<file path="config.mk">
export PLATFORM = sky130hd
export DESIGN_NAME = asg_chan
export DESIGN_NICKNAME = d
export VERILOG_FILES = /design/src/hw/asg_pkg.sv /design/src/hw/asg_chan.sv
export SDC_FILE = /design/constraint.sdc
export NUM_CORES = 1
export LEC_CHECK = 0
export ABC_AREA = 1
export BUFFER_PORTS_ARGS = -buffer_cell sky130_fd_sc_hd__buf_2
export CAP_MARGIN = 40
export CORE_MARGIN = 5
export CORE_UTILIZATION = 57
export DETAILED_ROUTE_END_ITERATION = 10
export GPL_TIMING_DRIVEN = 0
export PLACE_DENSITY = 0.91
export SYNTH_ARGS = -nofsm -noshare
export SYNTH_HDL_FRONTEND = slang
export SYNTH_SLANG_ARGS = --single-unit
export TNS_END_PERCENT = 5
</file>
<file path="constraint.sdc">
create_clock -name dac_clk -period 4.98 [get_ports dac_clk]
set_clock_uncertainty 0.1 [all_clocks]
set_input_delay 0.249 -clock dac_clk [delete_from_list [all_inputs] [get_ports dac_clk]]
set_output_delay 0.249 -clock dac_clk [all_outputs]
set_load 0.03 [all_outputs]
</file>
<file path="src/hw/asg_pkg.sv">
/*
 * Waveform generator shared definitions
 *   vector typedefs for samples, gain and bus words
 *   trigger source and sequencer state enums
 *   register offsets, channel stride and table base addresses
 */

package asg_pkg;

  typedef logic signed [13:0] dac_t;       // DAC sample or table entry
  typedef logic        [13:0] amp_t;       // unsigned gain with 0x2000 as unity
  typedef logic        [31:0] bus_addr_t;  // bus byte address
  typedef logic        [31:0] bus_data_t;  // bus data word

  // trigger source field of the per channel cfg byte
  typedef enum logic [2:0] {
    TRIG_NONE = 3'd0,  // channel never starts
    TRIG_SW   = 3'd1,  // start on cfg write
    TRIG_EXT  = 3'd2   // start on rising edge of trig input
  } trig_src_e;

  // pointer sequencer state
  typedef enum logic {
    IDLE = 1'b0,  // pointer parked at start
    RUN  = 1'b1   // pointer stepping
  } chan_state_e;

  // shared config register, A in bits 7..0, B in bits 23..16
  localparam bus_addr_t REG_CFG     = 32'h0000_0000;

  // per channel registers, channel B adds CH_STRIDE
  localparam bus_addr_t REG_AMP_OFS = 32'h0000_0004;  // amp 13..0, offset 29..16
  localparam bus_addr_t REG_SIZE    = 32'h0000_0008;  // last index in 29..16
  localparam bus_addr_t REG_START   = 32'h0000_000C;  // start index in 29..16
  localparam bus_addr_t REG_STEP    = 32'h0000_0010;  // 14.16 step in 29..0
  localparam bus_addr_t REG_PTR     = 32'h0000_0014;  // read only pointer
  localparam bus_addr_t CH_STRIDE   = 32'h0000_0020;

  // waveform tables, one word per index
  localparam bus_addr_t TABLE_BASE_A = 32'h0001_0000;
  localparam bus_addr_t TABLE_BASE_B = 32'h0002_0000;

endpackage

</file>
<file path="src/hw/asg_chan.sv">
/*
 * Channel pointer sequencer
 *   external trigger sampling and rising edge detect
 *   IDLE/RUN state machine with software or external start
 *   14.16 style fixed point pointer with wrap or single pass
 *   table read index, delayed run level and pointer readback
 */

`timescale 1ns/1ps

module asg_chan #(
  parameter int TABLE_AW = 14
) (
  input  logic                 dac_clk,
  input  logic                 i_rst,
  input  logic                 i_trig,
  input  asg_pkg::trig_src_e   i_trig_src,
  input  logic                 i_sw_start,
  input  logic                 i_wrap,
  input  logic                 i_hold,
  input  logic [TABLE_AW-1:0]  i_size,
  input  logic [TABLE_AW-1:0]  i_start,
  input  logic [TABLE_AW+15:0] i_step,
  output logic [TABLE_AW-1:0]  o_raddr,
  output logic                 o_run_d,
  output logic [TABLE_AW-1:0]  o_ptr
);
  import asg_pkg::*;

  localparam int PW = TABLE_AW + 16;  // integer plus 16 fraction bits

  chan_state_e   state;
  logic [PW-1:0] ptr;
  logic [PW-1:0] start_fp;    // start index as fixed point
  logic [PW:0]   ptr_nxt;     // spare msb catches overflow
  logic [PW:0]   end_fp;      // (size+1) as fixed point
  logic [PW:0]   ptr_wrap;
  logic          past_end;
  logic          trig_q;
  logic          trig_d;
  logic          trig_rise;
  logic          start_req;

  assign start_fp = {i_start, 16'h0000};
  assign ptr_nxt  = {1'b0, ptr} + {1'b0, i_step};
  assign end_fp   = {({1'b0, i_size} + 1'b1), 16'h0000};
  assign past_end = (ptr_nxt >= end_fp);  // integer part beyond size
  assign ptr_wrap = ptr_nxt - end_fp;

  // external trigger is sampled once, then edge detected
  always_ff @(posedge dac_clk) begin
    if (i_rst) begin
      trig_q <= 1'b0;
      trig_d <= 1'b0;
    end else begin
      trig_q <= i_trig;
      trig_d <= trig_q;
    end
  end

  assign trig_rise = trig_q & ~trig_d;

  always_comb begin
    case (i_trig_src)
      TRIG_SW:  start_req = i_sw_start;
      TRIG_EXT: start_req = trig_rise;
      default:  start_req = 1'b0;        // TRIG_NONE and reserved codes
    endcase
  end

  // run state machine and pointer
  always_ff @(posedge dac_clk) begin
    if (i_rst) begin
      state   <= IDLE;
      ptr     <= '0;
      o_run_d <= 1'b0;
    end else begin
      o_run_d <= (state == RUN);          // lines up with table data
      if (i_hold) begin
        state <= IDLE;                     // held at start while rst set
        ptr   <= start_fp;
      end else begin
        case (state)
          IDLE: begin
            ptr <= start_fp;               // park on start index
            if (start_req) begin
              state <= RUN;
            end
          end
          RUN: begin
            if (!past_end) begin
              ptr <= ptr_nxt[PW-1:0];
            end else if (i_wrap) begin
              ptr <= ptr_wrap[PW-1:0];     // keep fraction across wrap
            end else begin
              state <= IDLE;               // single pass done
              ptr   <= start_fp;
            end
          end
          default: state <= IDLE;
        endcase
      end
    end
  end

  assign o_raddr = ptr[PW-1:16];
  assign o_ptr   = ptr[PW-1:16];   // integer part for REG_PTR

endmodule

</file>
# Yosys cells after proc, flatten, opt, wreduce, memory -nomap -nowiden
# Cells that the tools add are included.
dict set report word_totals {
  ff_bits 34
  input_bits 67
  output_inout_bits 29
  elab_cells 25
}
dict set report classes {
  add_sub_neg 3
  order_cmp 1
  n_eq_ne 2
  n_mux 9
  bitwise 3
  reduce_logical 1
}
# cell n
set op_table {}
lappend op_table {{$mux 30} 3}
lappend op_table {{$pmux 30 s2} 1}
lappend op_table {{$add 30x30->31} 1}
lappend op_table {{$ge 31x31->1} 1}
lappend op_table {{$sub 30x30->30} 1}
lappend op_table {{$add 14x1->15 const B} 1}
lappend op_table {{$pmux 1 s2} 2}
lappend op_table {{$eq 3x1->1 const B} 1}
lappend op_table {{$eq 3x2->1 const B} 1}
lappend op_table {{$mux 1} 3}
lappend op_table {{$not 1->1} 2}
lappend op_table {{$reduce_or 2->1} 1}
lappend op_table {{$and 1x1->1} 1}

# Depth between registers and ports, before layout
dict set report depth {
  depth_word 6
  ltp_mapped 28
  depth_no_buf 27
}

# Worst setup path before layout
# OpenSTA, ideal clock, no wires.
dict set report synth_timing {
  kind {reg2reg}
  from {reg ptr[0]}
  to {reg ptr[17]}
  t_arrival_ns 3.400
  required_ns 4.748
  slack_ns 1.348
  stages_incl_launch_ff 25
  n_path_buf 1
  cell_sequence {dfxtp_1 -> ha_1 -> fa_1 -> nand2_1 -> nand2_1 -> nand3_1 -> nand2_1 -> nand2_1 -> nand2_1 -> a21oi_1 -> nand2_1 -> nand2_1 -> inv_1 -> ha_1 -> a21oi_1 -> o21ai_1 -> nand2_1 -> nand2_1 -> nand4_1 -> nand2_1 -> a21oi_2 -> clkbuf_1 -> nand4_1 -> nand3_1 -> a21oi_1}
}
dict set report synth_between {
  elab_chain_cells 6
  elab_cells_between_ends 7
  cone_classes {add/sub (2); order compare (1); mux (4)}
}
# item line_no
set synth_lines {}
lappend synth_lines {{from (decl)} asg_chan.sv:33} ;# logic [PW-1:0] ptr;
lappend synth_lines {{from (signal assigned)} asg_chan.sv:81} ;# ptr <= start_fp;
lappend synth_lines {{from (signal assigned)} asg_chan.sv:85} ;# ptr <= start_fp;
lappend synth_lines {{from (signal assigned)} asg_chan.sv:92} ;# ptr <= ptr_nxt[PW-1:0];
lappend synth_lines {{$add 30x30->31 *} asg_chan.sv:45} ;# assign ptr_nxt = {1'b0, ptr} + {1'b0, i_step};
lappend synth_lines {{$sub 30x30->30} asg_chan.sv:48} ;# assign ptr_wrap = ptr_nxt - end_fp;
lappend synth_lines {{$mux 30} asg_chan.sv:93} ;# end else if (i_wrap) begin
lappend synth_lines {{$mux 30 *} asg_chan.sv:91} ;# if (!past_end) begin
lappend synth_lines {{$pmux 30 s2 *} asg_chan.sv:83} ;# case (state)
lappend synth_lines {{$mux 30 *} asg_chan.sv:79} ;# if (i_hold) begin
# Every way passes the cells marked *; elsewhere a longest branch is shown, timed or not.
# A chain may end at the register's enable or synchronous reset.

# Worst setup path in the final report
dict set report layout_timing {
  from {reg ptr[0]}
  to {reg ptr[28]}
}
# Same word-level chain as after synthesis.

==> results.py <==
metrics = {
    "cts": {
        "clk_latency_ns": 0.30,
        "path_clk_slew_ns": 0.08,
        "htree_levels": 2,
        "root_buffer": "clkbuf_8",
        "hold_buffers": 0,
        "clock_sinks": 34,
        "cts_buffers": 5,
        "cts_tree": "done",
        "clk_path_buf_depth": 2,
        "cts_setup_buffers": 0,
        "cts_resized": 0,
    },
    "grt": {
        "grt_pass1_vias": 4969,
        "grt_usage": 0.262,
        "antenna_found_initial": 0,
        "grt_overflow_total": 0,
        "grt_pass1_wl_um": 22100,
        "grt_max_degree": 13,
    },
    "die": {
        "fp.dieW_um": 101,
        "core_sq_um": 8180,
        "start_util": 0.580,
        "pin_count": 96,
        "die_y_um": 101,
        "die_area_sq_um": 10200,
        "fp-row-count": 33,
    },
    "yosys": {
        "ys_seq_area_frac": 0.143,
        "synthesis.area_sq_um": 4740,
        "yosys_register_bits": 34,
        "synth_nets": 921,
        "yosys-top-cells-count": "nand2_1 (239), inv_1 (114), nor2_1 (69), nand3_1 (65), a21oi_1 (57)",
        "avgSynthCellArea_sq_um": 5.88,
        "synth_top_flop_cell": "dfxtp_1",
        "synth_warnings": 0,
        "yosys.area.top_type_share": 0.189,
        "synth_cell_type_count": 41,
        "synth_edf_count": 0,
        "synthTopCellsByArea": "nand2_1 (19%), dfxtp_1 (14%), ha_1 (12%)",
        "synthCells": 806,
        "synth.largest_area_cell": "nand2_1",
        "async_reset_ff_frac": 0,
        "yosysMostFrequentCell": "nand2_1",
    },
    "min_path": {
        "hp-class": "input port to register",
    },
    "sta": {
        "tightest_slew_ns": 0.501,
        "setup_tns_ns": 0,
        "setup_viol": 0,
        "hold_viol": 0,
        "slew_viol_final": 0,
        "min_period_over_period": 0.917,
        "max_freq_mhz": 219,
        "holdWs_ns": 0.0429,
        "rsz0062_at_grt": "false",
        "min_period_ns": 4.57,
        "relSlewSlack": 0.665,
    },
    "route": {
        "vias": 5486,
        "vias_per_cell": 5.42,
        "antenna_left": 0,
        "first_pass_iters": 7,
        "drc": 0,
        "route.final.wire_length_um": 13600,
        "drtIter0Drc": 384,
        "wl_per_cell_um": 13.4,
    },
    "worst_setup_path": {
        "startpoint_type": "register",
        "crit_buf_inv": 2,
        "slowest_stage": "fa_1",
        "cpLargestDelayFamily": "simple AND/OR/NAND/NOR gates",
        "worst-endpoint-arrival_ns": 4.65,
        "slowest_delay_ns": 0.47,
        "timing_worst_setup_path_type": "register to register",
        "critPathRequiredTime_ns": 5.06,
        "endpoint_kind": "register",
        "cp_common_cell": "nand2_1",
        "critPathMaxFanout": 10,
    },
    "pwr": {
        "p_per_area_nw_per_um2": 213,
        "peakVddDrop_mv": 0.116,
        "internal_power_uw": 692,
        "leakage_uw": 0.00312,
        "switchingPower_uw": 478,
        "swShare": 0.409,
        "power_frac_seq": 0.245,
        "clkPwrFrac": 0.274,
        "combPwrFrac": 0.481,
    },
    "placed_design": {
        "gp_congestion": 0.984,
        "io_buffers": 94,
        "dp_hpwl_um": 11500,
        "place_area_sq_um": 5350,
    },
    "layout": {
        "final_layout_size_suffix_gt1_frac": 0.181,
        "fin_area_sq_um": 5480,
        "fin_nets": 1022,
        "area_growth_pct": 15.6,
        "antenna_cells": 0,
    },
    "run": {
        "max_cap_viol_count": 0,
    },
    "status": {
        "status": "finished, final reports clean",
    },
}
[worst register-to-register path, cell delays in order (launching register included)]
cell and delay (ns):
dfxtp_1 0.31, ha_1 0.23, fa_1 0.47, nand2_1 0.09, nand2_1 0.09, nand3_1 0.11, nand2_1 0.12, nand2_1 0.12
nand2_1 0.07, a21oi_1 0.24, nand2_1 0.09, nand2_1 0.11, inv_1 0.06, ha_1 0.36, a21oi_1 0.17, o21ai_1 0.16
nand2_1 0.10, nand2_1 0.10, nand4_1 0.12, nand2_1 0.10, a21oi_2 0.34, nand3_4 0.17, buf_4 0.21, nand2_1 0.07
nand3_1 0.06, a21oi_1 0.28
[per-layer routing]
metal,share of wire,wire [um],track usage,vias up
met4,0.019,258,0.0654,0
li1,-,-,-,2786
met5,0,0,0,-
met2,0.48,6570,0.466,232
met1,0.42,5710,0.338,2438
met3,0.079,1070,0.0282,30
[cell usage in the layout (no fill, tap or decap), types with 7 or more instances in the layout]
| cell type | n |
|---|---|
| a21oi_1 | 57 |
| buf_2 | 95 |
| buf_4 | 29 |
| dfxtp_1 | 34 |
| ha_1 | 46 |
| inv_1 | 114 |
| nand2_1 | 239 |
| nand3_1 | 65 |
| nand4_1 | 23 |
| nor2_1 | 69 |
| nor2_2 | 8 |
| nor3_1 | 7 |
| o21ai_0 | 27 |
| xnor2_1 | 9 |
| xor2_1 | 17 |
[power groups by stage]
stage / combinational, uW / sequential [uW] / clock [uW]
floorplan: 416 / 291 / 0
global placement: 540 / 293 / 0
detailed placement: 549 / 293 / 0
CTS: 552 / 287 / 322
global route: 629 / 288 / 332
finish: 563 / 287 / 320
[sequential cells by signal, summed over array words and instances, names as in the netlist]
name	count
trig_d	1
trig_q	1
o_run_d	1
state	1
ptr	30
[cell families (layout without fill, tap and decap cells)]
group           count (synthesis)  after routing  share of synthesized area
compound gates                105            105                      0.121
xor+xnor                       26             26                     0.0480
buf+inv                       155            257                      0.150
flops                          34             34                      0.143
mux                             2              2                    0.00422
simple gates                  436            436                      0.403
fa+ha+maj                      48             48                      0.130
[final cells by class]
class	instances	area (sq um)
clock inverter	3	68.8
inverter	116	435
sequential	34	681
clock buffer	5	68.8
multi-input combinational	617	3350
fill	763	2690
tap	105	131
timing repair buffer	94	470
buffer	39	275
[per-stage QoR]
stage           util  power (uW)  setup WS, ns  std cells
2_1_floorplan      -         707          1.35        806
3_3_place_gp   0.654         833         0.539       1005
3_5_place_dp   0.654         842         0.464       1005
4_1_cts        0.671        1160         0.528       1013
5_1_grt        0.671        1250        0.0456       1013
6_report       0.671        1170         0.413       1013
[final timing paths]
kind | end | slack (ns) | depth (start not counted) | from
worst max-delay path | ptr[28] | 0.41 | 25 | ptr[0]
worst min-delay path | trig_q | 0.04 | 3 | i_trig
worst max register to register | ptr[28] | 0.41 | 25 | ptr[0]
worst min register to register | trig_d | 0.34 | 2 | trig_q
(Power assumes the default switching activity.)
