<file path="src/hw/asg_pkg.sv">
/*
 * Waveform generator shared definitions
 *   vector typedefs for samples, gain and bus words
 *   trigger source and sequencer state enums
 *   register offsets, channel stride and table base addresses
 */

package asg_pkg;

  typedef logic signed [13:0] dac_t;       // DAC sample or table entry
  typedef logic        [13:0] amp_t;       // unsigned gain with 0x2000 as unity
  typedef logic        [31:0] bus_addr_t;  // bus byte address
  typedef logic        [31:0] bus_data_t;  // bus data word

  // trigger source field of the per channel cfg byte
  typedef enum logic [2:0] {
    TRIG_NONE = 3'd0,  // channel never starts
    TRIG_SW   = 3'd1,  // start on cfg write
    TRIG_EXT  = 3'd2   // start on rising edge of trig input
  } trig_src_e;

  // pointer sequencer state
  typedef enum logic {
    IDLE = 1'b0,  // pointer parked at start
    RUN  = 1'b1   // pointer stepping
  } chan_state_e;

  // shared config register, A in bits 7..0, B in bits 23..16
  localparam bus_addr_t REG_CFG     = 32'h0000_0000;

  // per channel registers, channel B adds CH_STRIDE
  localparam bus_addr_t REG_AMP_OFS = 32'h0000_0004;  // amp 13..0, offset 29..16
  localparam bus_addr_t REG_SIZE    = 32'h0000_0008;  // last index in 29..16
  localparam bus_addr_t REG_START   = 32'h0000_000C;  // start index in 29..16
  localparam bus_addr_t REG_STEP    = 32'h0000_0010;  // 14.16 step in 29..0
  localparam bus_addr_t REG_PTR     = 32'h0000_0014;  // read only pointer
  localparam bus_addr_t CH_STRIDE   = 32'h0000_0020;

  // waveform tables, one word per index
  localparam bus_addr_t TABLE_BASE_A = 32'h0001_0000;
  localparam bus_addr_t TABLE_BASE_B = 32'h0002_0000;

endpackage

</file>
<file path="src/hw/asg_regs.sv">
/*
 * Bus register bank of the waveform generator
 *   cfg, amp/offset, size, start and step registers per channel
 *   software start pulses on cfg writes
 *   registered read mux with pointer readback
 *   table write and read steering, error on unmapped addresses
 */

`timescale 1ns/1ps

module asg_regs #(
  parameter int TABLE_AW = 14
) (
  input  logic                  dac_clk,
  input  logic                  i_rst,
  input  asg_pkg::bus_addr_t    i_addr,
  input  asg_pkg::bus_data_t    i_wdata,
  input  logic                  i_wen,
  input  logic                  i_ren,
  output asg_pkg::bus_data_t    o_rdata,
  output logic                  o_ack,
  output logic                  o_err,
  // channel A
  output asg_pkg::trig_src_e    o_cfg_trig_a,
  output logic                  o_wrap_a,
  output logic                  o_rst_a,
  output logic                  o_zero_a,
  output asg_pkg::amp_t         o_amp_a,
  output asg_pkg::dac_t         o_ofs_a,
  output logic [TABLE_AW-1:0]   o_size_a,
  output logic [TABLE_AW-1:0]   o_start_a,
  output logic [TABLE_AW+15:0]  o_step_a,
  output logic                  o_sw_start_a,
  input  logic [TABLE_AW-1:0]   i_ptr_a,
  output logic                  o_tbl_we_a,
  output logic [TABLE_AW-1:0]   o_tbl_addr_a,
  output asg_pkg::dac_t         o_tbl_wdata_a,
  input  asg_pkg::dac_t         i_tbl_rdata_a,
  // channel B
  output asg_pkg::trig_src_e    o_cfg_trig_b,
  output logic                  o_wrap_b,
  output logic                  o_rst_b,
  output logic                  o_zero_b,
  output asg_pkg::amp_t         o_amp_b,
  output asg_pkg::dac_t         o_ofs_b,
  output logic [TABLE_AW-1:0]   o_size_b,
  output logic [TABLE_AW-1:0]   o_start_b,
  output logic [TABLE_AW+15:0]  o_step_b,
  output logic                  o_sw_start_b,
  input  logic [TABLE_AW-1:0]   i_ptr_b,
  output logic                  o_tbl_we_b,
  output logic [TABLE_AW-1:0]   o_tbl_addr_b,
  output asg_pkg::dac_t         o_tbl_wdata_b,
  input  asg_pkg::dac_t         i_tbl_rdata_b
);
  import asg_pkg::*;

  localparam int PW = TABLE_AW + 16;  // pointer and step width

  logic [7:0]          cfg [2];        // zero, rst, wrap, trig_src
  amp_t                amp [2];
  dac_t                ofs [2];
  logic [TABLE_AW-1:0] size [2];
  logic [TABLE_AW-1:0] start [2];
  logic [PW-1:0]       step [2];
  logic [1:0]          sw_start;
  logic [TABLE_AW-1:0] ptr [2];
  dac_t                tbl_rdata [2];
  bus_addr_t           ch_ofs [2];     // address relative to channel base
  logic [1:0]          tbl_hit;        // access falls in table A or B
  logic                reg_hit;
  bus_data_t           reg_rdata;
  bus_data_t           rdata_q;
  logic [1:0]          rd_tbl_q;       // pending read returns table data

  assign ch_ofs[0]    = i_addr;
  assign ch_ofs[1]    = i_addr - CH_STRIDE;
  assign ptr[0]       = i_ptr_a;
  assign ptr[1]       = i_ptr_b;
  assign tbl_rdata[0] = i_tbl_rdata_a;
  assign tbl_rdata[1] = i_tbl_rdata_b;

  // table window is 2^TABLE_AW words above each base
  assign tbl_hit[0] = (i_addr[31:16] == TABLE_BASE_A[31:16]) &&
                      ((i_addr[15:2] >> TABLE_AW) == '0);
  assign tbl_hit[1] = (i_addr[31:16] == TABLE_BASE_B[31:16]) &&
                      ((i_addr[15:2] >> TABLE_AW) == '0);

  // register decode and read data
  always_comb begin
    reg_hit   = 1'b0;
    reg_rdata = '0;
    if (i_addr == REG_CFG) begin
      reg_hit   = 1'b1;
      reg_rdata = {8'h00, cfg[1], 8'h00, cfg[0]};
    end
    for (int c = 0; c < 2; c++) begin
      case (ch_ofs[c])
        REG_AMP_OFS: begin
          reg_hit   = 1'b1;
          reg_rdata = {2'b00, ofs[c], 2'b00, amp[c]};
        end
        REG_SIZE: begin
          reg_hit   = 1'b1;
          reg_rdata = bus_data_t'(size[c]) << 16;
        end
        REG_START: begin
          reg_hit   = 1'b1;
          reg_rdata = bus_data_t'(start[c]) << 16;
        end
        REG_STEP: begin
          reg_hit   = 1'b1;
          reg_rdata = bus_data_t'(step[c]);
        end
        REG_PTR: begin
          reg_hit   = 1'b1;          // writes are ignored
          reg_rdata = bus_data_t'(ptr[c]) << 16;
        end
        default: ;
      endcase
    end
  end

  // control register writes
  always_ff @(posedge dac_clk) begin
    if (i_rst) begin
      for (int c = 0; c < 2; c++) begin
        cfg[c]   <= '0;
        amp[c]   <= '0;
        ofs[c]   <= '0;
        size[c]  <= '0;
        start[c] <= '0;
        step[c]  <= '0;
      end
      sw_start <= '0;
    end else begin
      sw_start <= '0;                            // single cycle pulses
      if (i_wen && (i_addr == REG_CFG)) begin
        cfg[0]      <= i_wdata[7:0];
        cfg[1]      <= i_wdata[23:16];
        sw_start[0] <= (i_wdata[2:0] == TRIG_SW);
        sw_start[1] <= (i_wdata[18:16] == TRIG_SW);
      end
      for (int c = 0; c < 2; c++) begin
        if (i_wen) begin
          case (ch_ofs[c])
            REG_AMP_OFS: begin
              amp[c] <= i_wdata[13:0];
              ofs[c] <= i_wdata[29:16];
            end
            REG_SIZE:  size[c]  <= i_wdata[16 +: TABLE_AW];
            REG_START: start[c] <= i_wdata[16 +: TABLE_AW];
            REG_STEP:  step[c]  <= i_wdata[PW-1:0];
            default: ;
          endcase
        end
      end
    end
  end

  // ack and error one cycle after the strobe
  always_ff @(posedge dac_clk) begin
    if (i_rst) begin
      o_ack    <= 1'b0;
      o_err    <= 1'b0;
      rd_tbl_q <= '0;
    end else begin
      o_ack    <= i_wen | i_ren;
      o_err    <= (i_wen | i_ren) & ~(reg_hit | (|tbl_hit));
      rd_tbl_q <= i_ren ? tbl_hit : 2'b00;
    end
  end

  always_ff @(posedge dac_clk) begin
    if (i_ren) begin
      rdata_q <= reg_rdata;
    end
  end

  // table words return sign extended from the table's bus port
  always_comb begin
    if (rd_tbl_q[0]) begin
      o_rdata = {{18{tbl_rdata[0][13]}}, tbl_rdata[0]};
    end else if (rd_tbl_q[1]) begin
      o_rdata = {{18{tbl_rdata[1][13]}}, tbl_rdata[1]};
    end else begin
      o_rdata = rdata_q;
    end
  end

  assign o_cfg_trig_a  = trig_src_e'(cfg[0][2:0]);
  assign o_wrap_a      = cfg[0][3];
  assign o_rst_a       = cfg[0][4];
  assign o_zero_a      = cfg[0][5];
  assign o_amp_a       = amp[0];
  assign o_ofs_a       = ofs[0];
  assign o_size_a      = size[0];
  assign o_start_a     = start[0];
  assign o_step_a      = step[0];
  assign o_sw_start_a  = sw_start[0];
  assign o_tbl_we_a    = i_wen & tbl_hit[0];
  assign o_tbl_addr_a  = i_addr[TABLE_AW+1:2];   // word index
  assign o_tbl_wdata_a = i_wdata[13:0];

  assign o_cfg_trig_b  = trig_src_e'(cfg[1][2:0]);
  assign o_wrap_b      = cfg[1][3];
  assign o_rst_b       = cfg[1][4];
  assign o_zero_b      = cfg[1][5];
  assign o_amp_b       = amp[1];
  assign o_ofs_b       = ofs[1];
  assign o_size_b      = size[1];
  assign o_start_b     = start[1];
  assign o_step_b      = step[1];
  assign o_sw_start_b  = sw_start[1];
  assign o_tbl_we_b    = i_wen & tbl_hit[1];
  assign o_tbl_addr_b  = i_addr[TABLE_AW+1:2];
  assign o_tbl_wdata_b = i_wdata[13:0];

endmodule

</file>
<file path="config.mk">
export PLATFORM = sky130hd
export DESIGN_NAME = asg_regs
export DESIGN_NICKNAME = d
export VERILOG_FILES = /design/src/hw/asg_pkg.sv /design/src/hw/asg_regs.sv
export SDC_FILE = /design/constraint.sdc
export NUM_CORES = 1
export LEC_CHECK = 0
export ABC_AREA = 1
export BUFFER_PORTS_ARGS = -buffer_cell sky130_fd_sc_hd__buf_2
export CAP_MARGIN = 20
export CORE_ASPECT_RATIO = 0.7
export CORE_MARGIN = 2
export CORE_UTILIZATION = 55
export CTS_CLUSTER_SIZE = 16
export DETAILED_ROUTE_END_ITERATION = 8
export PLACE_DENSITY_LB_ADDON = 0.15
export SLEW_MARGIN = 25
export SYNTH_ARGS = -nofsm -noshare
export SYNTH_HDL_FRONTEND = slang
export SYNTH_SLANG_ARGS = --single-unit
</file>
<file path="constraint.sdc">
create_clock -name dac_clk -period 10.25 [get_ports dac_clk]
set_input_delay 1.5375 -clock dac_clk [delete_from_list [all_inputs] [get_ports dac_clk]]
set_output_delay 1.5375 -clock dac_clk [all_outputs]
set_load 0.03 [all_outputs]
</file>
Word level (Yosys, flattened, before mapping). Memories as Yosys holds them, arrays and structs flattened. Index checks and enable logic that the tools add are counted.

Add/sub/neg operators: 1. Eq/ne operators: 14. Multiplexer cells: 57. Bitwise operators: 20. Reductions and logical operators: 7.

Operators by type and width (count): $pmux W32 S5 (1); $pmux W30 S5 (1); $eq A32 B4 Y1 const B (4); $eq A32 B5 Y1 const B (4); $mux W14 (8); $eq A32 B3 Y1 const B (2); $mux W32 (2); $mux W30 (2); $mux W1 (40); $logic_not A32 Y1 (1); $sub A32 B6 Y32 const B (1); $mux W24 (1); $eq A16 B1 Y1 const B (1); $eq A16 B2 Y1 const B (1); $mux W8 (2); $or A1 B1 Y1 (14); $reduce_or A5 Y1 (2); $eq A3 B1 Y1 const B (2); $reduce_or A2 Y1 (3); $and A1 B1 Y1 (3); $not A1 Y1 (3); $logic_and A1 B1 Y1 (1).

Flip-flop bits (word level): 38. Memory bits (writable): 188. Input port bits: 124. Output and inout port bits: 278. Logic and storage cells: 110. Memories: 6.

Memories: step (depth 2, bits a word 30, rd ports 2, clocked after Yosys merged registers in 0, write ports 2, RTL line asg_regs.sv:65) `logic [PW-1:0] step [2];`; amp (depth 2, bits a word 14, rd ports 2, clocked after Yosys merged registers in 0, write ports 2, RTL line asg_regs.sv:61) `amp_t amp [2];`; ofs (depth 2, bits a word 14, rd ports 2, clocked after Yosys merged registers in 0, write ports 2, RTL line asg_regs.sv:62) `dac_t ofs [2];`; size (depth 2, bits a word 14, rd ports 2, clocked after Yosys merged registers in 0, write ports 2, RTL line asg_regs.sv:63) `logic [TABLE_AW-1:0] size [2];`; start (depth 2, bits a word 14, rd ports 2, clocked after Yosys merged registers in 0, write ports 2, RTL line asg_regs.sv:64) `logic [TABLE_AW-1:0] start [2];`; cfg (depth 2, bits a word 8, rd ports 2, clocked after Yosys merged registers in 0, write ports 2, RTL line asg_regs.sv:60) `logic [7:0] cfg [2];`.

Logic depth before layout (Yosys ltp).
Depth after elaboration: 7. Gate-level depth with buffers: 20. Gate-level depth less buffers: 18.

Worst setup path before layout. OpenSTA, ideal clock, no wires.

Kind: in2reg. Start point: input port i_addr[5]. End point: memory step[0][30] (netlist bit) (enable). Setup time: 459 ps. Data arrival time: 5115 ps. Data required time: 9791 ps. Slack: 4676 ps. Stages on the path: 11. Buffers on the path: 0. Cell sequence: inv_1 > ha_1 > nand2_2 > nor2_4 > nand2_2 > xor2_1 > nor2_2 > nand3_2 > nor2_8 > nand2_2 > o21ai_0.

RTL lines: from (decl) (RTL line asg_regs.sv:16) `input asg_pkg::bus_addr_t i_addr,`; to (decl) (RTL line asg_regs.sv:65).

==> reports/qor.txt <==
Status - finished, final reports clean
Reg area - 6670 sq um
Gpl congestion - 0.909
Peak VDD IR - 0.124 mV
Crit path capture type - flop
Cells after Synth - 1207
Synthesis warning total - 0
Clock Power Share - 0.390
Initial antenna violation count - 3
Max-slew violations - 0
Syn_nets - 1332
Global-route wire length before repair - 54.3 mm
Hold-fix buffers at CTS - 0
Power Density - 156 nW/um^2
Yosys reg bits - 224
Post-route clock skew - 0.0229 ns
Max incr delay on CP - 0.55 ns
Vias in the first global route - 9211
Skew-Pair Late Insertion Delay - 0.52 ns
Number of distinct library cells after synthesis - 37
Switching power - 0.565 mW
Worst-Margin Slew - 1.10 ns
Die ar. - 21900 sq um
HPWL Detailed - 27.2 mm
DR iter-0 viols - 988
Detail Route Antenna Nets - 0
Root Driver - clkbuf_16
Multi-input gate area - 3550 sq um
Worst-path clk slew - 0.06 ns
Lkg Pwr - 6.40 nW
Net Sw Frac - 0.259
Finished Cell Area - 14000 sq um
# H-tree levels - 1
Die Ht - 124 um
Area after DPL - 13200 sq um
Initial Util - 0.556
Syn avg cell area - 9.45 sq um
CTS resizes - 0
Achievable Freq - 204 MHz
Fill cell count - 1651
Worst slew margin - 0.263
Seq/Total Area, Yosys - 0.584
GRT Util Overall - 0.334
Drt wl/cell - 20.6 um
CP cell instances - buf_2, inv_1, ha_1, nand2_2, nor2_2, nand4_1, nand2_1, nand3_1, nor2_1, nand2_2, nor2_8, nand2_2, inv_2, o211ai_4, buf_16, nor2_1
Largest net degree at the start of global routing - 44
GRT overflow - 0
DRC - 0
Rows - 44
Max-cap violations - 0
Crit-path slowest cell - nor2_8
Crit path DAT - 5.22 ns
CP Class - input pin to flop
IO Pins - 402
TritonCTS clock tree - built
Pre-Repair DR Iteration Count - 6
Setup Buffers After CTS - 0
CTS Buf Count - 22
Routed wire length - 37.7 mm
Final Hold Viols - 0
Critical Path Most Common Cell - nand2_2
Share of cells above drive strength 1 - 0.332
P_int - 1.62 mW
Area grow syn2layout - 22.7%
Die X - 176 um
Number of clock sinks - 224
Critical path launch point type - input pin
RSZ-0062 raised after global routing - no
Vias per cell - 5.45
Netlist Area Pre-Place - 11400 sq um
CP Max Fanout - 43
Fin crit period - 4.89 ns
Fraction of power consumed by sequential logic - 0.489
Sum of negative setup slack - 0 ns
Comb pwr share - 0.122
CP required - 10.58 ns
Fin Hold WS - 0.557 ns
Clock buffer depth - 3
Port Buffers - 399
Via count - 9985
Layout Nets - 1662
Count of final setup violators - 0
Hold Crit Class - flop to flop
Crit share post-route - 0.477
Core ar. - 20500 sq um
-- sequential cells by signal, summed over array words and instances (netlist names) --
name	flops
sw_start	2
rdata_q	30
amp	28
size	28
o_ack	1
cfg	16
start	28
ofs	28
o_err	1
step	60
rd_tbl_q	2
-- power groups by stage --
stage	Clock (mW)	Sequential, mW	Combinational [mW]
detailed placement	0	1.09	0.265
global placement	0	1.09	0.264
CTS	0.850	1.07	0.265
finish	0.851	1.07	0.266
floorplan	0	1.16	0.0915
global route	0.886	1.07	0.278
-- synth_stat cells --
cell      number  area (sq um)
nand4_1       32           200
nor2_2        34           213
nor2_4         5          56.3
nand2b_1       9          56.3
nor2_8         1          20.0
nor4_1         2          12.5
dfxtp_1        6           120
edfxtp_1     218          6550
o21ai_1        2          10.0
nand2_2        7          43.8
buf_4         70           526
buf_2         11          55.1
nor3b_1        1          7.51
buf_1          1          3.75
and2_1         1          6.26
xnor2_1        2          17.5
nor3_1         7          35.0
nor2_1       176           661
nand3_1       84           420
a22o_1        16           140
nand3_2        3          30.0
inv_2          5          18.8
buf_6          7          78.8
nand3b_1       3          22.5
inv_1        147           552
o21ai_4        2          32.5
ha_1           1          12.5
o21ai_0       30           150
or2_2          2          12.5
xor2_1         2          17.5
a211oi_1       6          45.0
nand2_4        1          11.3
o211ai_4       2          42.5
a21oi_1       37           185
o211ai_2       2          25.0
nand2_1      258           968
clkbuf_1      14          52.6
-- path summary, 6_finish.rpt --
check,startpoint,endpoint,slack [ns],cells past startpoint
setup reg to reg,size[0][6],rdata_q[22],8.85,8
setup / recovery,i_addr[5],step[0][36],5.36,16
hold reg to reg,step[0][44],rdata_q[14],0.56,1
hold / removal,step[0][44],rdata_q[14],0.56,1
-- cell families after synthesis --
kind of cell | share of synthesized area
xor+xnor | 0.00307
buf+inv | 0.113
simple gates | 0.243
flops | 0.584
compound gates | 0.0553
fa+ha+maj | 0.00110
-- final cells by class --
class / instances / area share
Tap cell: 276 / 0.0247
Clock buffer: 28 / 0.0424
Sequential cell: 224 / 0.476
Antenna cell: 2 / 0.000358
Clock inverter: 12 / 0.0122
Multi-Input combinational cell: 728 / 0.254
Timing Repair Buffer: 409 / 0.149
Inverter: 152 / 0.0408
-- layer usage --
layer	track usage	vias up	wire length [um]
li1	-	4597	-
met2	0.529	662	17100
met1	0.456	4641	14600
met5	0	-	0
met3	0.0873	85	4890
met4	0.100	0	1060
-- critical path, delay by kind of cell --
family	cells	cell delay, ns
fa+ha+maj	1	0.27
simple gates	10	1.96
buf+inv	4	1.05
compound gates	1	0.35
-- stage by stage --
stage	util	power, mW	std cells	setup WS (ns)
4_1_cts	0.680	2.18	1829	5.46
6_report	0.681	2.19	1831	5.36
3_5_place_dp	0.643	1.35	1789	4.95
5_1_grt	0.681	2.24	1830	5.14
3_3_place_gp	0.642	1.35	1788	4.93
2_1_floorplan	-	1.25	1207	4.68
-- cell usage in the layout (no fill, tap or decap), types with 16 or more instances in the layout --
cell type | netlist | layout
buf_2 | 11 | 399
nand2_1 | 258 | 258
edfxtp_1 | 218 | 218
nor2_1 | 176 | 176
inv_1 | 147 | 147
nand3_1 | 84 | 84
a21oi_1 | 37 | 37
nor2_2 | 34 | 34
nand4_1 | 32 | 32
clkbuf_16 | 0 | 22
o21ai_0 | 30 | 21
a22o_1 | 16 | 16
(Power assumes the default switching activity.)
