===== src/hw/asg_pkg.sv =====
/*
 * Waveform generator shared definitions
 *   vector typedefs for samples, gain and bus words
 *   trigger source and sequencer state enums
 *   register offsets, channel stride and table base addresses
 */

package asg_pkg;

  typedef logic signed [13:0] dac_t;       // DAC sample or table entry
  typedef logic        [13:0] amp_t;       // unsigned gain with 0x2000 as unity
  typedef logic        [31:0] bus_addr_t;  // bus byte address
  typedef logic        [31:0] bus_data_t;  // bus data word

  // trigger source field of the per channel cfg byte
  typedef enum logic [2:0] {
    TRIG_NONE = 3'd0,  // channel never starts
    TRIG_SW   = 3'd1,  // start on cfg write
    TRIG_EXT  = 3'd2   // start on rising edge of trig input
  } trig_src_e;

  // pointer sequencer state
  typedef enum logic {
    IDLE = 1'b0,  // pointer parked at start
    RUN  = 1'b1   // pointer stepping
  } chan_state_e;

  // shared config register, A in bits 7..0, B in bits 23..16
  localparam bus_addr_t REG_CFG     = 32'h0000_0000;

  // per channel registers, channel B adds CH_STRIDE
  localparam bus_addr_t REG_AMP_OFS = 32'h0000_0004;  // amp 13..0, offset 29..16
  localparam bus_addr_t REG_SIZE    = 32'h0000_0008;  // last index in 29..16
  localparam bus_addr_t REG_START   = 32'h0000_000C;  // start index in 29..16
  localparam bus_addr_t REG_STEP    = 32'h0000_0010;  // 14.16 step in 29..0
  localparam bus_addr_t REG_PTR     = 32'h0000_0014;  // read only pointer
  localparam bus_addr_t CH_STRIDE   = 32'h0000_0020;

  // waveform tables, one word per index
  localparam bus_addr_t TABLE_BASE_A = 32'h0001_0000;
  localparam bus_addr_t TABLE_BASE_B = 32'h0002_0000;

endpackage


===== src/hw/asg_scale.sv =====
/*
 * Output scaler
 *   sample times gain, shifted by 13
 *   DC offset add and 14 bit saturation
 *   idle and zero forcing, registered output
 */

`timescale 1ns/1ps

module asg_scale (
  input  logic          dac_clk,
  input  logic          i_rst,
  input  asg_pkg::dac_t i_data,
  input  logic          i_run,
  input  asg_pkg::amp_t i_amp,
  input  asg_pkg::dac_t i_ofs,
  input  logic          i_zero,
  output asg_pkg::dac_t o_dac
);
  import asg_pkg::*;

  localparam int DAC_MAX = 8191;
  localparam int DAC_MIN = -8192;

  dac_t               smp;    // sample, 0 while idle
  logic signed [28:0] prod;
  logic signed [15:0] scl;    // product >>> 13
  logic signed [16:0] sum;
  dac_t               sat;

  assign smp  = i_run ? i_data : '0;
  assign prod = smp * $signed({1'b0, i_amp});  // gain is unsigned
  assign scl  = prod[28:13];
  assign sum  = scl + i_ofs;

  always_comb begin
    if (sum > DAC_MAX) begin
      sat = dac_t'(DAC_MAX);
    end else if (sum < DAC_MIN) begin
      sat = dac_t'(DAC_MIN);
    end else begin
      sat = sum[13:0];
    end
  end

  always_ff @(posedge dac_clk) begin
    if (i_rst) begin
      o_dac <= '0;
    end else begin
      o_dac <= i_zero ? '0 : sat;  // zero wins over offset
    end
  end

endmodule


===== config.mk =====
export PLATFORM = sky130hd
export DESIGN_NAME = asg_scale
export DESIGN_NICKNAME = d
export VERILOG_FILES = /design/src/hw/asg_pkg.sv /design/src/hw/asg_scale.sv
export SDC_FILE = /design/constraint.sdc
export NUM_CORES = 1
export LEC_CHECK = 0
export BUFFER_PORTS_ARGS = -buffer_cell sky130_fd_sc_hd__buf_4
export CELL_PAD_IN_SITES_DETAIL_PLACEMENT = 0
export CELL_PAD_IN_SITES_GLOBAL_PLACEMENT = 2
export CORE_ASPECT_RATIO = 0.6
export CORE_UTILIZATION = 43
export CTS_CLUSTER_SIZE = 10
export DETAILED_ROUTE_END_ITERATION = 6
export PLACE_DENSITY = 0.95
export SLEW_MARGIN = 20
export SYNTH_ARGS = -nofsm -noshare
export SYNTH_HDL_FRONTEND = slang
export SYNTH_SLANG_ARGS = --single-unit
export TNS_END_PERCENT = 5

===== constraint.sdc =====
create_clock -name dac_clk -period 22.5 [get_ports dac_clk]
set_clock_uncertainty 0.2 [all_clocks]
set_input_delay 3.375 -clock dac_clk [delete_from_list [all_inputs] [get_ports dac_clk]]
set_output_delay 3.375 -clock dac_clk [all_outputs]
set_load 0.02 [all_outputs]

After elaboration in Yosys (flattened, before gate mapping)
Cells that the tools add are included.
Widths: inputs -> output; s select.
{"block": "totals", "latch_bits": 0, "wordCells": 11, "input_bits": 46, "rom_bits": 0, "ff_bits": 14, "out_inout_bits": 14, "mem_bits_rw": 0, "memories": 0}
{"block": "classes", "multipliers": 1, "shifts": 0, "addsub": 1, "bitwise_logic": 0, "div_mod_pow": 0, "reduce_logical": 2, "mux": 3, "n_eq_ne": 0, "order_cmp": 2}
{"operator": "$mul 14x15->29", "n": 1}
{"operator": "$mux 14", "n": 2}
{"operator": "$add 16x14->17", "n": 1}
{"operator": "$gt 17x14->1 const B", "n": 1}
{"operator": "$lt 17x14->1 const B", "n": 1}
{"operator": "$mux 13", "n": 1}
{"operator": "$reduce_or 3->1", "n": 1}
{"operator": "$reduce_or 2->1", "n": 1}

Logic depth before layout (Yosys ltp)
Gate-level depths: netlist of run 1.
{"block": "depth", "word_depth": 6, "depth_mapped": 33, "mapped_depth_nobuf": 31}

Worst setup path after synthesis of run 1
OpenSTA, ideal clock, no wires.
{"block": "synth_timing", "kind": "input to register", "start": "input i_run", "end": "register o_dac[10]", "slack_ps": 11444, "required_time_ps": 22171, "path_buffers": 2, "path_stages": 31, "arrival_time_ps": 10728, "setup_time_ps": 129, "path_cell_list": "clkbuf_1 and2_1 clkbuf_1 nand2_1 fa_1 fa_1 inv_1 fa_1 fa_1 fa_1 inv_1 fa_1 inv_1 ha_1 a21o_1 a31oi_1 o21ai_1 a32o_1 o21ai_0 nand2b_1 a21oi_1 xnor2_1 ha_1 and3_1 nor2b_4 a2111oi_4 a2111oi_2 a311oi_4 a31o_4 or2_4 o31ai_1"}
{"block": "synth_between", "elab_chain_len": 6, "elab_cells_between_ends": 7, "classes_between": "add/sub: 1; mul: 1; order compare: 2; mux: 3"}
{"item": "start, declared", "line": "asg_scale.sv:14", "text": "input logic i_run,"}
{"item": "$mux 14 *", "line": "asg_scale.sv:31", "text": "assign smp = i_run ? i_data : '0;"}
{"item": "$mul 14x15->29 *", "line": "asg_scale.sv:32", "text": "assign prod = smp * $signed({1'b0, i_amp});"}
{"item": "$add 16x14->17 *", "line": "asg_scale.sv:34", "text": "assign sum = scl + i_ofs;"}
{"item": "$lt 17x14->1", "line": "asg_scale.sv:39", "text": "end else if (sum < DAC_MIN) begin"}
{"item": "$mux 14", "line": "asg_scale.sv:39"}
{"item": "$mux 13 *", "line": "asg_scale.sv:37", "text": "if (sum > DAC_MAX) begin"}
{"item": "end signal, assigned", "line": "asg_scale.sv:50", "text": "o_dac <= i_zero ? '0 : sat;"}
{"item": "end, declared", "line": "asg_scale.sv:18", "text": "output asg_pkg::dac_t o_dac"}
Mark *: on every way between the ends. The rest lies on a longest branch, timed or not.
A chain may end at the register's enable or synchronous reset.

Worst setup path in the final report of run 1
{"block": "layout_timing", "start": "input i_run", "end": "register o_dac[11]"}
The elaborated chain is that of the path after synthesis.

==> flow_metrics.py, run 1 <==
metrics = {
    "cells_and_area": {
        "n_antenna_cell": 0,
        "seq_area_um2": 280,
        "layout-drive-gt1-share_pct": 10.1,
        "fill_cells": 1803,
        "nets": 1239,
        "largest_register_ffs": 14,
        "syn2layout_area_growth_pct": 8.32,
        "regMostFlops": "o_dac",
        "top_regs": "o_dac (14)",
        "multi_input_area_um2": 6860,
        "stdcell_count": 1168,
        "fin_area_um2": 8600,
    },
    "floorplan": {
        "ios": 60,
        "die_h_um": 107,
        "rows": 38,
        "coreArea_um2": 18100,
        "die_area_um2": 19000,
        "start_util_pct": 44.0,
        "die_w_um": 177,
    },
    "critical_path": {
        "crit_slowest_cell": "buf_4",
        "critical-path-max-stage-delay_ns": 0.66,
        "timing.critical_path.buf_inv": 4,
        "arrival_ns": 12.15,
        "critPathMaxFanout": 116,
        "crit_top_cell": "fa_1",
        "cp_top_family": "adder cells",
        "cp-end-kind": "flip-flop",
        "required_ns": 22.47,
        "path_class": "primary input to flip-flop",
        "cp-start-kind": "primary input",
    },
    "logic_synthesis": {
        "synth_area_per_cell_um2": 8.75,
        "synth.most_common_cell": "inv_1",
        "netlist_instances": 908,
        "ys_top_cells_by_count": "inv_1 (168), fa_1 (142), ha_1 (122)",
        "synth_nets": 1218,
        "synthArstFlopShare_pct": 0,
        "synth.largest_area_cell": "fa_1",
        "yosys_register_bits": 14,
        "synth.distinct_cells": 61,
        "synthesis.area_um2": 7940,
        "yosys_warnings": 0,
        "ys_top_cells_by_area": "fa_1 (36%), ha_1 (19%), inv_1 (7.9%)",
        "synth_edf_count": 0,
        "synth_top_area_share_pct": 35.8,
        "ys.flop_type": "dfxtp_1",
        "ys_seq_area_share_pct": 3.53,
    },
    "sta": {
        "setup_viol": 0,
        "setup_slack_ns": 10.32,
        "hold_ws_ns": 3.23,
        "worst_slew_pin_slew_ns": 0.892,
        "layout_min_cycle_time_ns": 12.18,
        "min_period_over_period_pct": 54.1,
        "slew_headroom_pct": 40.5,
        "finalHoldViolCount": 0,
        "fmax_ghz": 0.0821,
        "drv_slew": 0,
        "rsz0062_at_grt": "false",
        "fin_setup_tns_ns": 0,
    },
    "detailed_routing": {
        "wirelength_um": 19400,
        "viasPerCell": 5.32,
        "first_pass_iters": 5,
        "drt-initial-drc-count": 392,
        "drc_errors": 0,
        "routedWlPerCell_um": 16.6,
        "vias": 6214,
        "final_antenna_net_count": 0,
    },
    "run_status": {
        "status": "finished, final reports clean",
    },
    "clock_network": {
        "numClockSinks": 14,
        "cts_tree": "built",
        "cts_max_level": 1,
        "ctsResizeCount": 0,
        "cts_hold_buffers": 0,
        "cts_root_buffer": "clkbuf_16",
        "clk_transition_reported_paths_ns": 0.05,
        "clockBufferDepth": 2,
        "post_cts_buffers": 0,
        "numCtsBuffers": 3,
    },
    "place": {
        "globalplace.congestion": 0.840,
        "port_buffers": 59,
        "post_dp_cell_area_um2": 8510,
        "dp_cells": 1164,
        "dp_hpwl_um": 16200,
        "pre_cts_ws_ns": 10.16,
    },
    "power_and_ir_drop": {
        "power.density_nw_per_um2": 110,
        "p_leak_nw": 4.81,
        "ir_worst_vdd_mv": 0.113,
    },
    "grt": {
        "grt_pass1_wl_um": 32200,
        "grt_max_degree": 117,
        "gr-total-overflow": 0,
        "grt_pass1_vias": 6084,
        "antenna_found_initial": 0,
        "grt_usage_pct": 21.4,
    },
    "min_path": {
        "min_path_type": "primary input to flip-flop",
    },
    "run": {
        "maxCapViolations": 0,
    },
}
==> cell families (layout without fill, tap and decap cells) <==
group / count (synthesis) / in the layout / synth area share [%]
XOR/XNOR: 27 / 27 / 2.98
adder cells (fa/ha/maj): 264 / 264 / 55.0
AO/OA/AOI/OAI: 101 / 101 / 9.53
flip-flops: 14 / 14 / 3.53
AND/OR/NAND/NOR: 290 / 290 / 18.7
buffers and inverters: 211 / 231 / 10.1
multiplexers: 1 / 1 / 0.126
==> power by group <==
part | total, mW | switching (mW) | internal, mW
Sequential | 0.0373 | 0.00300 | 0.0343
Combinational | 0.868 | 0.501 | 0.367
Clock | 0.0369 | 0.00998 | 0.0269
==> layout by cell type, fill, tap and decap left out, types with 3 or more instances in the layout <==
master	instances
inv_1	168
fa_1	142
ha_1	122
nand2_1	100
and3_1	98
buf_4	59
a21oi_1	33
nor2_1	31
nand3_1	20
xnor2_1	18
dfxtp_1	14
o21ai_0	12
a21o_1	11
and2_1	10
xor2_1	9
or2_2	8
a31oi_1	4
o211ai_1	4
nand4_1	4
a211o_1	3
o21a_1	3
a211oi_1	3
nand2b_1	3
a31o_2	3
o31ai_1	3
clkbuf_16	3
==> final cells by class <==
cell class | count | area share [%]
timing repair buffer | 59 | 5.15
tap | 240 | 3.49
multi-input combinational | 683 | 79.7
inverter | 168 | 7.33
sequential | 14 | 3.26
clock buffer | 4 | 1.03
==> metal layers <==
| metal | part of all wire (%) | track usage (%) | routed length (um) | vias to the layer above |
|---|---|---|---|---|
| met5 | 0 | 0 | 0 | - |
| met4 | 0 | 0.488 | 0 | 0 |
| met3 | 5.6 | 2.61 | 1090 | 0 |
| met2 | 43 | 32.0 | 8250 | 151 |
| met1 | 52 | 34.3 | 10000 | 3090 |
| li1 | - | - | - | 2973 |
==> through the flow <==
step                power, mW  util, %
floorplan               0.701        -
global placement        0.910     47.1
detailed placement      0.896     47.1
CTS                     0.942     47.6
global route             1.04     47.6
finish                  0.942     47.6
==> tightest hold or removal path, delay by kind of cell <==
family	cells	cell delay, ns
AND/OR/NAND/NOR	3	0.18
buffers and inverters	1	0.08
==> final timing paths <==
path / startpoint / end / slack [ns] / depth (start not counted)
min: i_rst / o_dac[1] / 3.23 / 4
max: i_run / o_dac[11] / 10.32 / 30
No activity file was read; power rests on OpenSTA's default activity.
==> run 2: changes to the inputs <==
ABC_AREA = 1   (was not set)
CORE_UTILIZATION = 37   (was 43)
PLACE_DENSITY = 0.92   (was 0.95)
clock period = 12.4 ns   (was 22.5 ns; I/O delays follow)
==> run 2 against run 1 <==
Die area up 22%. Clock power up 60%. Critical path depth up 3. Utilization down 6.3 points. Cell count up 27%. Total power up 100%. Count of clock-buffer cells in the layout down 1. Synthesized cell count up 27%. Global-route usage up 0.41 points.
==> flow_metrics.py, run 2 <==
metrics = {
    "clock_network": {
        "numClockSinks": 14,
        "cts_tree": "built",
        "clk_transition_reported_paths_ns": 0.05,
        "clockBufferDepth": 2,
        "ctsResizeCount": 0,
        "cts_root_buffer": "clkbuf_16",
        "cts_hold_buffers": 0,
        "cts_max_level": 1,
        "numCtsBuffers": 3,
        "post_cts_buffers": 0,
    },
    "floorplan": {
        "die_w_um": 196,
        "coreArea_um2": 22100,
        "ios": 60,
        "start_util_pct": 37.8,
        "die_h_um": 118,
        "die_area_um2": 23200,
        "rows": 42,
    },
    "place": {
        "pre_cts_ws_ns": 2.80,
        "dp_hpwl_um": 21500,
        "port_buffers": 59,
        "post_dp_cell_area_um2": 9050,
        "dp_cells": 1476,
        "globalplace.congestion": 0.929,
    },
    "cells_and_area": {
        "layout_commonest_cell": "inv_1",
        "nets": 1505,
        "layout-drive-gt1-share_pct": 6.45,
        "n_antenna_cell": 0,
        "utilization_pct": 41.4,
        "final_cell_mix": "inv_1 (265), nand2_1 (260), nor2_1 (145)",
        "top_regs": "o_dac (14)",
        "regMostFlops": "o_dac",
        "stdcell_count": 1479,
        "fin_area_um2": 9130,
        "syn2layout_area_growth_pct": 9.50,
        "largest_register_ffs": 14,
    },
    "run": {
        "maxCapViolations": 0,
    },
    "sta": {
        "slew_headroom_pct": 41.5,
        "min_period_over_period_pct": 76.3,
        "rsz0062_at_grt": "false",
        "drv_slew": 0,
        "layout_min_cycle_time_ns": 9.46,
        "setup_viol": 0,
        "fin_setup_tns_ns": 0,
        "hold_ws_ns": 1.82,
        "finalHoldViolCount": 0,
        "fmax_ghz": 0.106,
        "worst_slew_pin_slew_ns": 0.875,
        "setup_slack_ns": 2.94,
    },
    "logic_synthesis": {
        "synth_top_area_share_pct": 34.1,
        "synth_nets": 1460,
        "netlist_instances": 1150,
        "yosys_warnings": 0,
        "synth_adder_area_share_pct": 52.4,
        "synth.most_common_cell": "inv_1",
        "synth_area_per_cell_um2": 7.25,
        "yosys_register_bits": 14,
        "synth_mux_area_share_pct": 0,
        "ys_top_cells_by_area": "fa_1 (34%), ha_1 (18%), inv_1 (12%)",
        "synth.distinct_cells": 32,
        "synthSimpleGateAreaFrac_pct": 23.2,
        "synth_top_family_by_area": "adder cells",
        "synth_compound_area_share_pct": 5.25,
        "synthesis.area_um2": 8340,
        "ys_top_cells_by_count": "inv_1 (265), nand2_1 (260), nor2_1 (145)",
        "synth_xor_area_share_pct": 2.52,
        "synth_edf_count": 0,
        "synthArstFlopShare_pct": 0,
        "synth.largest_area_cell": "fa_1",
        "ys_seq_area_share_pct": 3.36,
        "ys.flop_type": "dfxtp_1",
    },
    "critical_path": {
        "cp-end-kind": "flip-flop",
        "crit_path_start": "i_run",
        "required_ns": 12.37,
        "timing.critical_path.buf_inv": 6,
        "critical-path-max-stage-delay_ns": 0.55,
        "critPathMaxFanout": 15,
        "crit_slowest_cell": "fa_1",
        "cp-start-kind": "primary input",
        "crit_top_cell": "nand2_1",
        "path_class": "primary input to flip-flop",
        "cp_top_family": "adder cells",
        "arrival_ns": 9.43,
        "cp_num_cells": 33,
    },
    "power_and_ir_drop": {
        "ir_worst_vdd_mv": 0.185,
        "power.density_nw_per_um2": 206,
        "p_leak_nw": 5.25,
        "finalPower_mw": 1.88,
    },
    "run_status": {
        "status": "finished, final reports clean",
    },
    "detailed_routing": {
        "first_pass_iters": 7,
        "drt-initial-drc-count": 641,
        "wirelength_um": 23900,
        "final_antenna_net_count": 0,
        "viasPerCell": 4.86,
        "vias": 7189,
        "routedWlPerCell_um": 16.1,
        "drc_errors": 0,
    },
    "min_path": {
        "whs_path_depth": 4,
        "min-delay-start": "i_ofs[0]",
        "min_path_type": "primary input to flip-flop",
        "whs_endpoint": "o_dac[0]",
    },
    "grt": {
        "grt_max_degree": 16,
        "antenna_found_initial": 0,
        "gr-total-overflow": 0,
        "grt_usage_pct": 21.8,
        "grt_pass1_vias": 7275,
        "grt_pass1_wl_um": 39400,
    },
}
-- run 2: changes by cell type after synthesis, moves of 7 or more --
cell      previous run  this run
a21oi_1             33        40
clkbuf_1            40        16
xnor2_1             18         9
nor2_1              31       145
nand2_1            100       260
nor3_1               2        10
inv_1              168       265
and3_1              98         0
and2_1              10         0
nand3_1             20        44
or2_2                8         0
-- run 2: metal layers --
layer	global-route usage [%]	part of all wire [%]	vias to the layer above	wire length (um)
li1	-	-	3546	-
met1	37.0	54	3388	12900
met2	28.7	36	248	8620
met3	4.17	9.3	7	2230
met4	1.07	0.33	0	79
met5	0	0	-	0
-- run 2: logic make-up (layout without fill, tap and decap cells) --
kind of cell,count (synthesis),after routing
adder cells (fa/ha/maj),264,264
AO/OA/AOI/OAI,79,79
XOR/XNOR,24,24
AND/OR/NAND/NOR,478,478
buffers and inverters,291,334
flip-flops,14,14
-- run 2: layout make-up --
| cell class | instances | area (um2) |
|---|---|---|
| repair buffers | 59 | 443 |
| flip-flops and latches | 14 | 280 |
| well taps | 286 | 358 |
| fillers | 2357 | 12900 |
| inverters | 272 | 1020 |
| clock buffers | 3 | 75.1 |
| multi-input cells | 845 | 6950 |
-- run 2: power breakdown --
part / leakage (nW) / internal [mW] / total, mW / switching, mW
combinational: 5.09 / 0.624 / 1.76 / 1.14
sequential: 0.115 / 0.0606 / 0.0641 / 0.00350
clock: 0.0370 / 0.0421 / 0.0592 / 0.0171
-- run 2: worst max-delay path by stage --
| stage | endpoint | slack (ns) |
|---|---|---|
| finish | o_dac[8] | 2.94 |
| floorplan | o_dac[5] | 3.80 |
| global placement | o_dac[3] | 2.79 |
| global route | o_dac[12] | 2.45 |
| detailed placement | o_dac[8] | 2.80 |
| CTS | o_dac[8] | 3.04 |
-- run 2: tightest hold or removal path, stage by stage --
cell and delay, ns:
buf_4 0.08, ha_1 0.14, a21oi_1 0.06, nor2_1 0.08
==> run 3: changes to the inputs <==
clock period = 8.8 ns   (was 12.4 ns; I/O delays follow)
==> run 3 against run 2 <==
The run now ends with DRC left. Total power grew 49%. Largest cell class unchanged. Die area is the same. Global-route usage grew 0.97 points. Critical path depth grew 2. Sequential power grew 42%.
==> flow_metrics.py, run 3 (synthesized netlist as in run 2, its figures left out) <==
metrics = {
    "run_status": {
        "status": "complete, but fails checks",
        "violations": "DRC",
    },
    "sta": {
        "finalHoldViolCount": 0,
        "setup_slack_ns": 0.390,
        "layout_min_cycle_time_ns": 8.41,
        "setup_viol": 0,
        "fin_setup_tns_ns": 0,
        "slew_headroom_pct": 42.5,
        "min_period_over_period_pct": 95.6,
        "fmax_ghz": 0.119,
        "drv_slew": 0,
        "worst_slew_pin_slew_ns": 0.859,
        "rsz0062_at_grt": "false",
    },
    "detailed_routing": {
        "viasPerCell": 4.87,
        "routedWlPerCell_um": 16.2,
        "vias": 7417,
        "first_pass_iters": 7,
        "wirelength_um": 24700,
        "final_antenna_net_count": 0,
        "drc_errors": 4,
        "drt-initial-drc-count": 577,
    },
    "place": {
        "pre_cts_ws_ns": 0.158,
        "dp_hpwl_um": 22400,
        "globalplace.congestion": 0.879,
        "port_buffers": 59,
    },
    "run": {
        "maxCapViolations": 0,
    },
    "critical_path": {
        "cp-start-kind": "primary input",
        "path_class": "primary input to flip-flop",
        "crit_slowest_cell": "fa_1",
        "arrival_ns": 8.39,
        "crit_top_cell": "nand2_1",
        "cp-end-kind": "flip-flop",
        "required_ns": 8.78,
        "critPathMaxFanout": 15,
        "critical-path-max-stage-delay_ns": 0.54,
    },
    "min_path": {
        "whs_path_depth": 4,
        "min_path_type": "primary input to flip-flop",
    },
    "power_and_ir_drop": {
        "power.density_nw_per_um2": 295,
        "p_seq_share_pct": 3.2,
        "netSwitchingPower_mw": 1.68,
        "p_comb_share_pct": 93.4,
        "clockPowerShare_pct": 3.4,
        "p_leak_nw": 5.44,
        "ir_worst_vdd_mv": 0.266,
        "p_int_mw": 1.12,
        "swShare_pct": 60.0,
    },
    "floorplan": {
        "rows": 42,
        "die_h_um": 118,
        "coreArea_um2": 22100,
        "die_w_um": 196,
        "die_area_um2": 23200,
        "ios": 60,
        "start_util_pct": 37.8,
    },
    "clock_network": {
        "numCtsBuffers": 3,
        "ctsResizeCount": 0,
        "cts_hold_buffers": 0,
        "clk_transition_reported_paths_ns": 0.05,
        "cts_root_buffer": "clkbuf_16",
        "cts_max_level": 1,
        "clockBufferDepth": 2,
        "post_cts_buffers": 0,
        "numClockSinks": 14,
        "cts_tree": "built",
    },
    "cells_and_area": {
        "nets": 1548,
        "top_regs": "o_dac (14)",
        "layout_commonest_cell": "inv_1",
        "fill_cells": 2317,
        "multi_input_area_um2": 6960,
        "utilization_pct": 43.0,
        "layout-drive-gt1-share_pct": 10.4,
        "n_antenna_cell": 0,
        "final_cell_mix": "inv_1 (261), nand2_1 (258), nor2_1 (145)",
        "largest_register_ffs": 14,
        "regMostFlops": "o_dac",
        "syn2layout_area_growth_pct": 14.0,
        "seq_area_um2": 280,
    },
    "grt": {
        "grt_pass1_wl_um": 41100,
        "grt_usage_pct": 22.8,
        "met1_usage_pct": 37.3,
        "antenna_found_initial": 0,
        "grt_util_met2_pct": 30.6,
        "grt_most_used_layer": "met1",
        "grt_pass1_vias": 7595,
        "met3_usage_pct": 5.74,
        "gr-total-overflow": 0,
        "grt_max_degree": 16,
    },
}
-- run 3: final timing paths --
kind,from,to,slack [ns]
min,i_ofs[0],o_dac[0],1.33
max,i_run,o_dac[5],0.39
-- run 3: per-layer routing --
metal / up-vias / wire (um)
met1: 3567 / 13300
met5: - / 0
met3: 6 / 2240
met2: 209 / 9070
li1: 3635 / -
met4: 0 / 85
-- run 3: power by group through the flow --
stage | sequential, mW | clock, mW | combinational, mW
2_1_floorplan | 0.117 | 0 | 1.77
3_3_place_gp | 0.0921 | 0 | 2.61
3_5_place_dp | 0.0924 | 0 | 2.58
4_1_cts | 0.0912 | 0.0957 | 2.60
5_1_grt | 0.0924 | 0.101 | 2.95
6_report | 0.0909 | 0.0948 | 2.62
-- run 3: metrics by stage --
step / hold WS, ns / total power [mW] / instances / instance area [um2]
after global routing: 1.32 / 3.15 / 1523 / 9500
after detailed placement: 1.53 / 2.67 / 1519 / 9390
after global placement: 1.53 / 2.70 / 1519 / 9390
after floorplan: 1.33 / 1.89 / 1150 / 8340
final: 1.33 / 2.80 / 1523 / 9500
after CTS: 1.32 / 2.79 / 1523 / 9480
-- run 3: final cells by class --
class / count / area share [%]
Clock buffer: 4 / 0.935
Inverter: 272 / 10.9
Multi-Input combinational cell: 845 / 73.3
Sequential cell: 14 / 2.95
Tap cell: 286 / 3.77
Timing Repair Buffer: 102 / 8.19
-- run 3: worst max-delay path: cells and delay by family --
family,cells,cell delay [ns]
buffers and inverters,8,0.77
adder cells (fa/ha/maj),8,3.73
AND/OR/NAND/NOR,15,1.73
AO/OA/AOI/OAI,3,0.65
XOR/XNOR,1,0.16
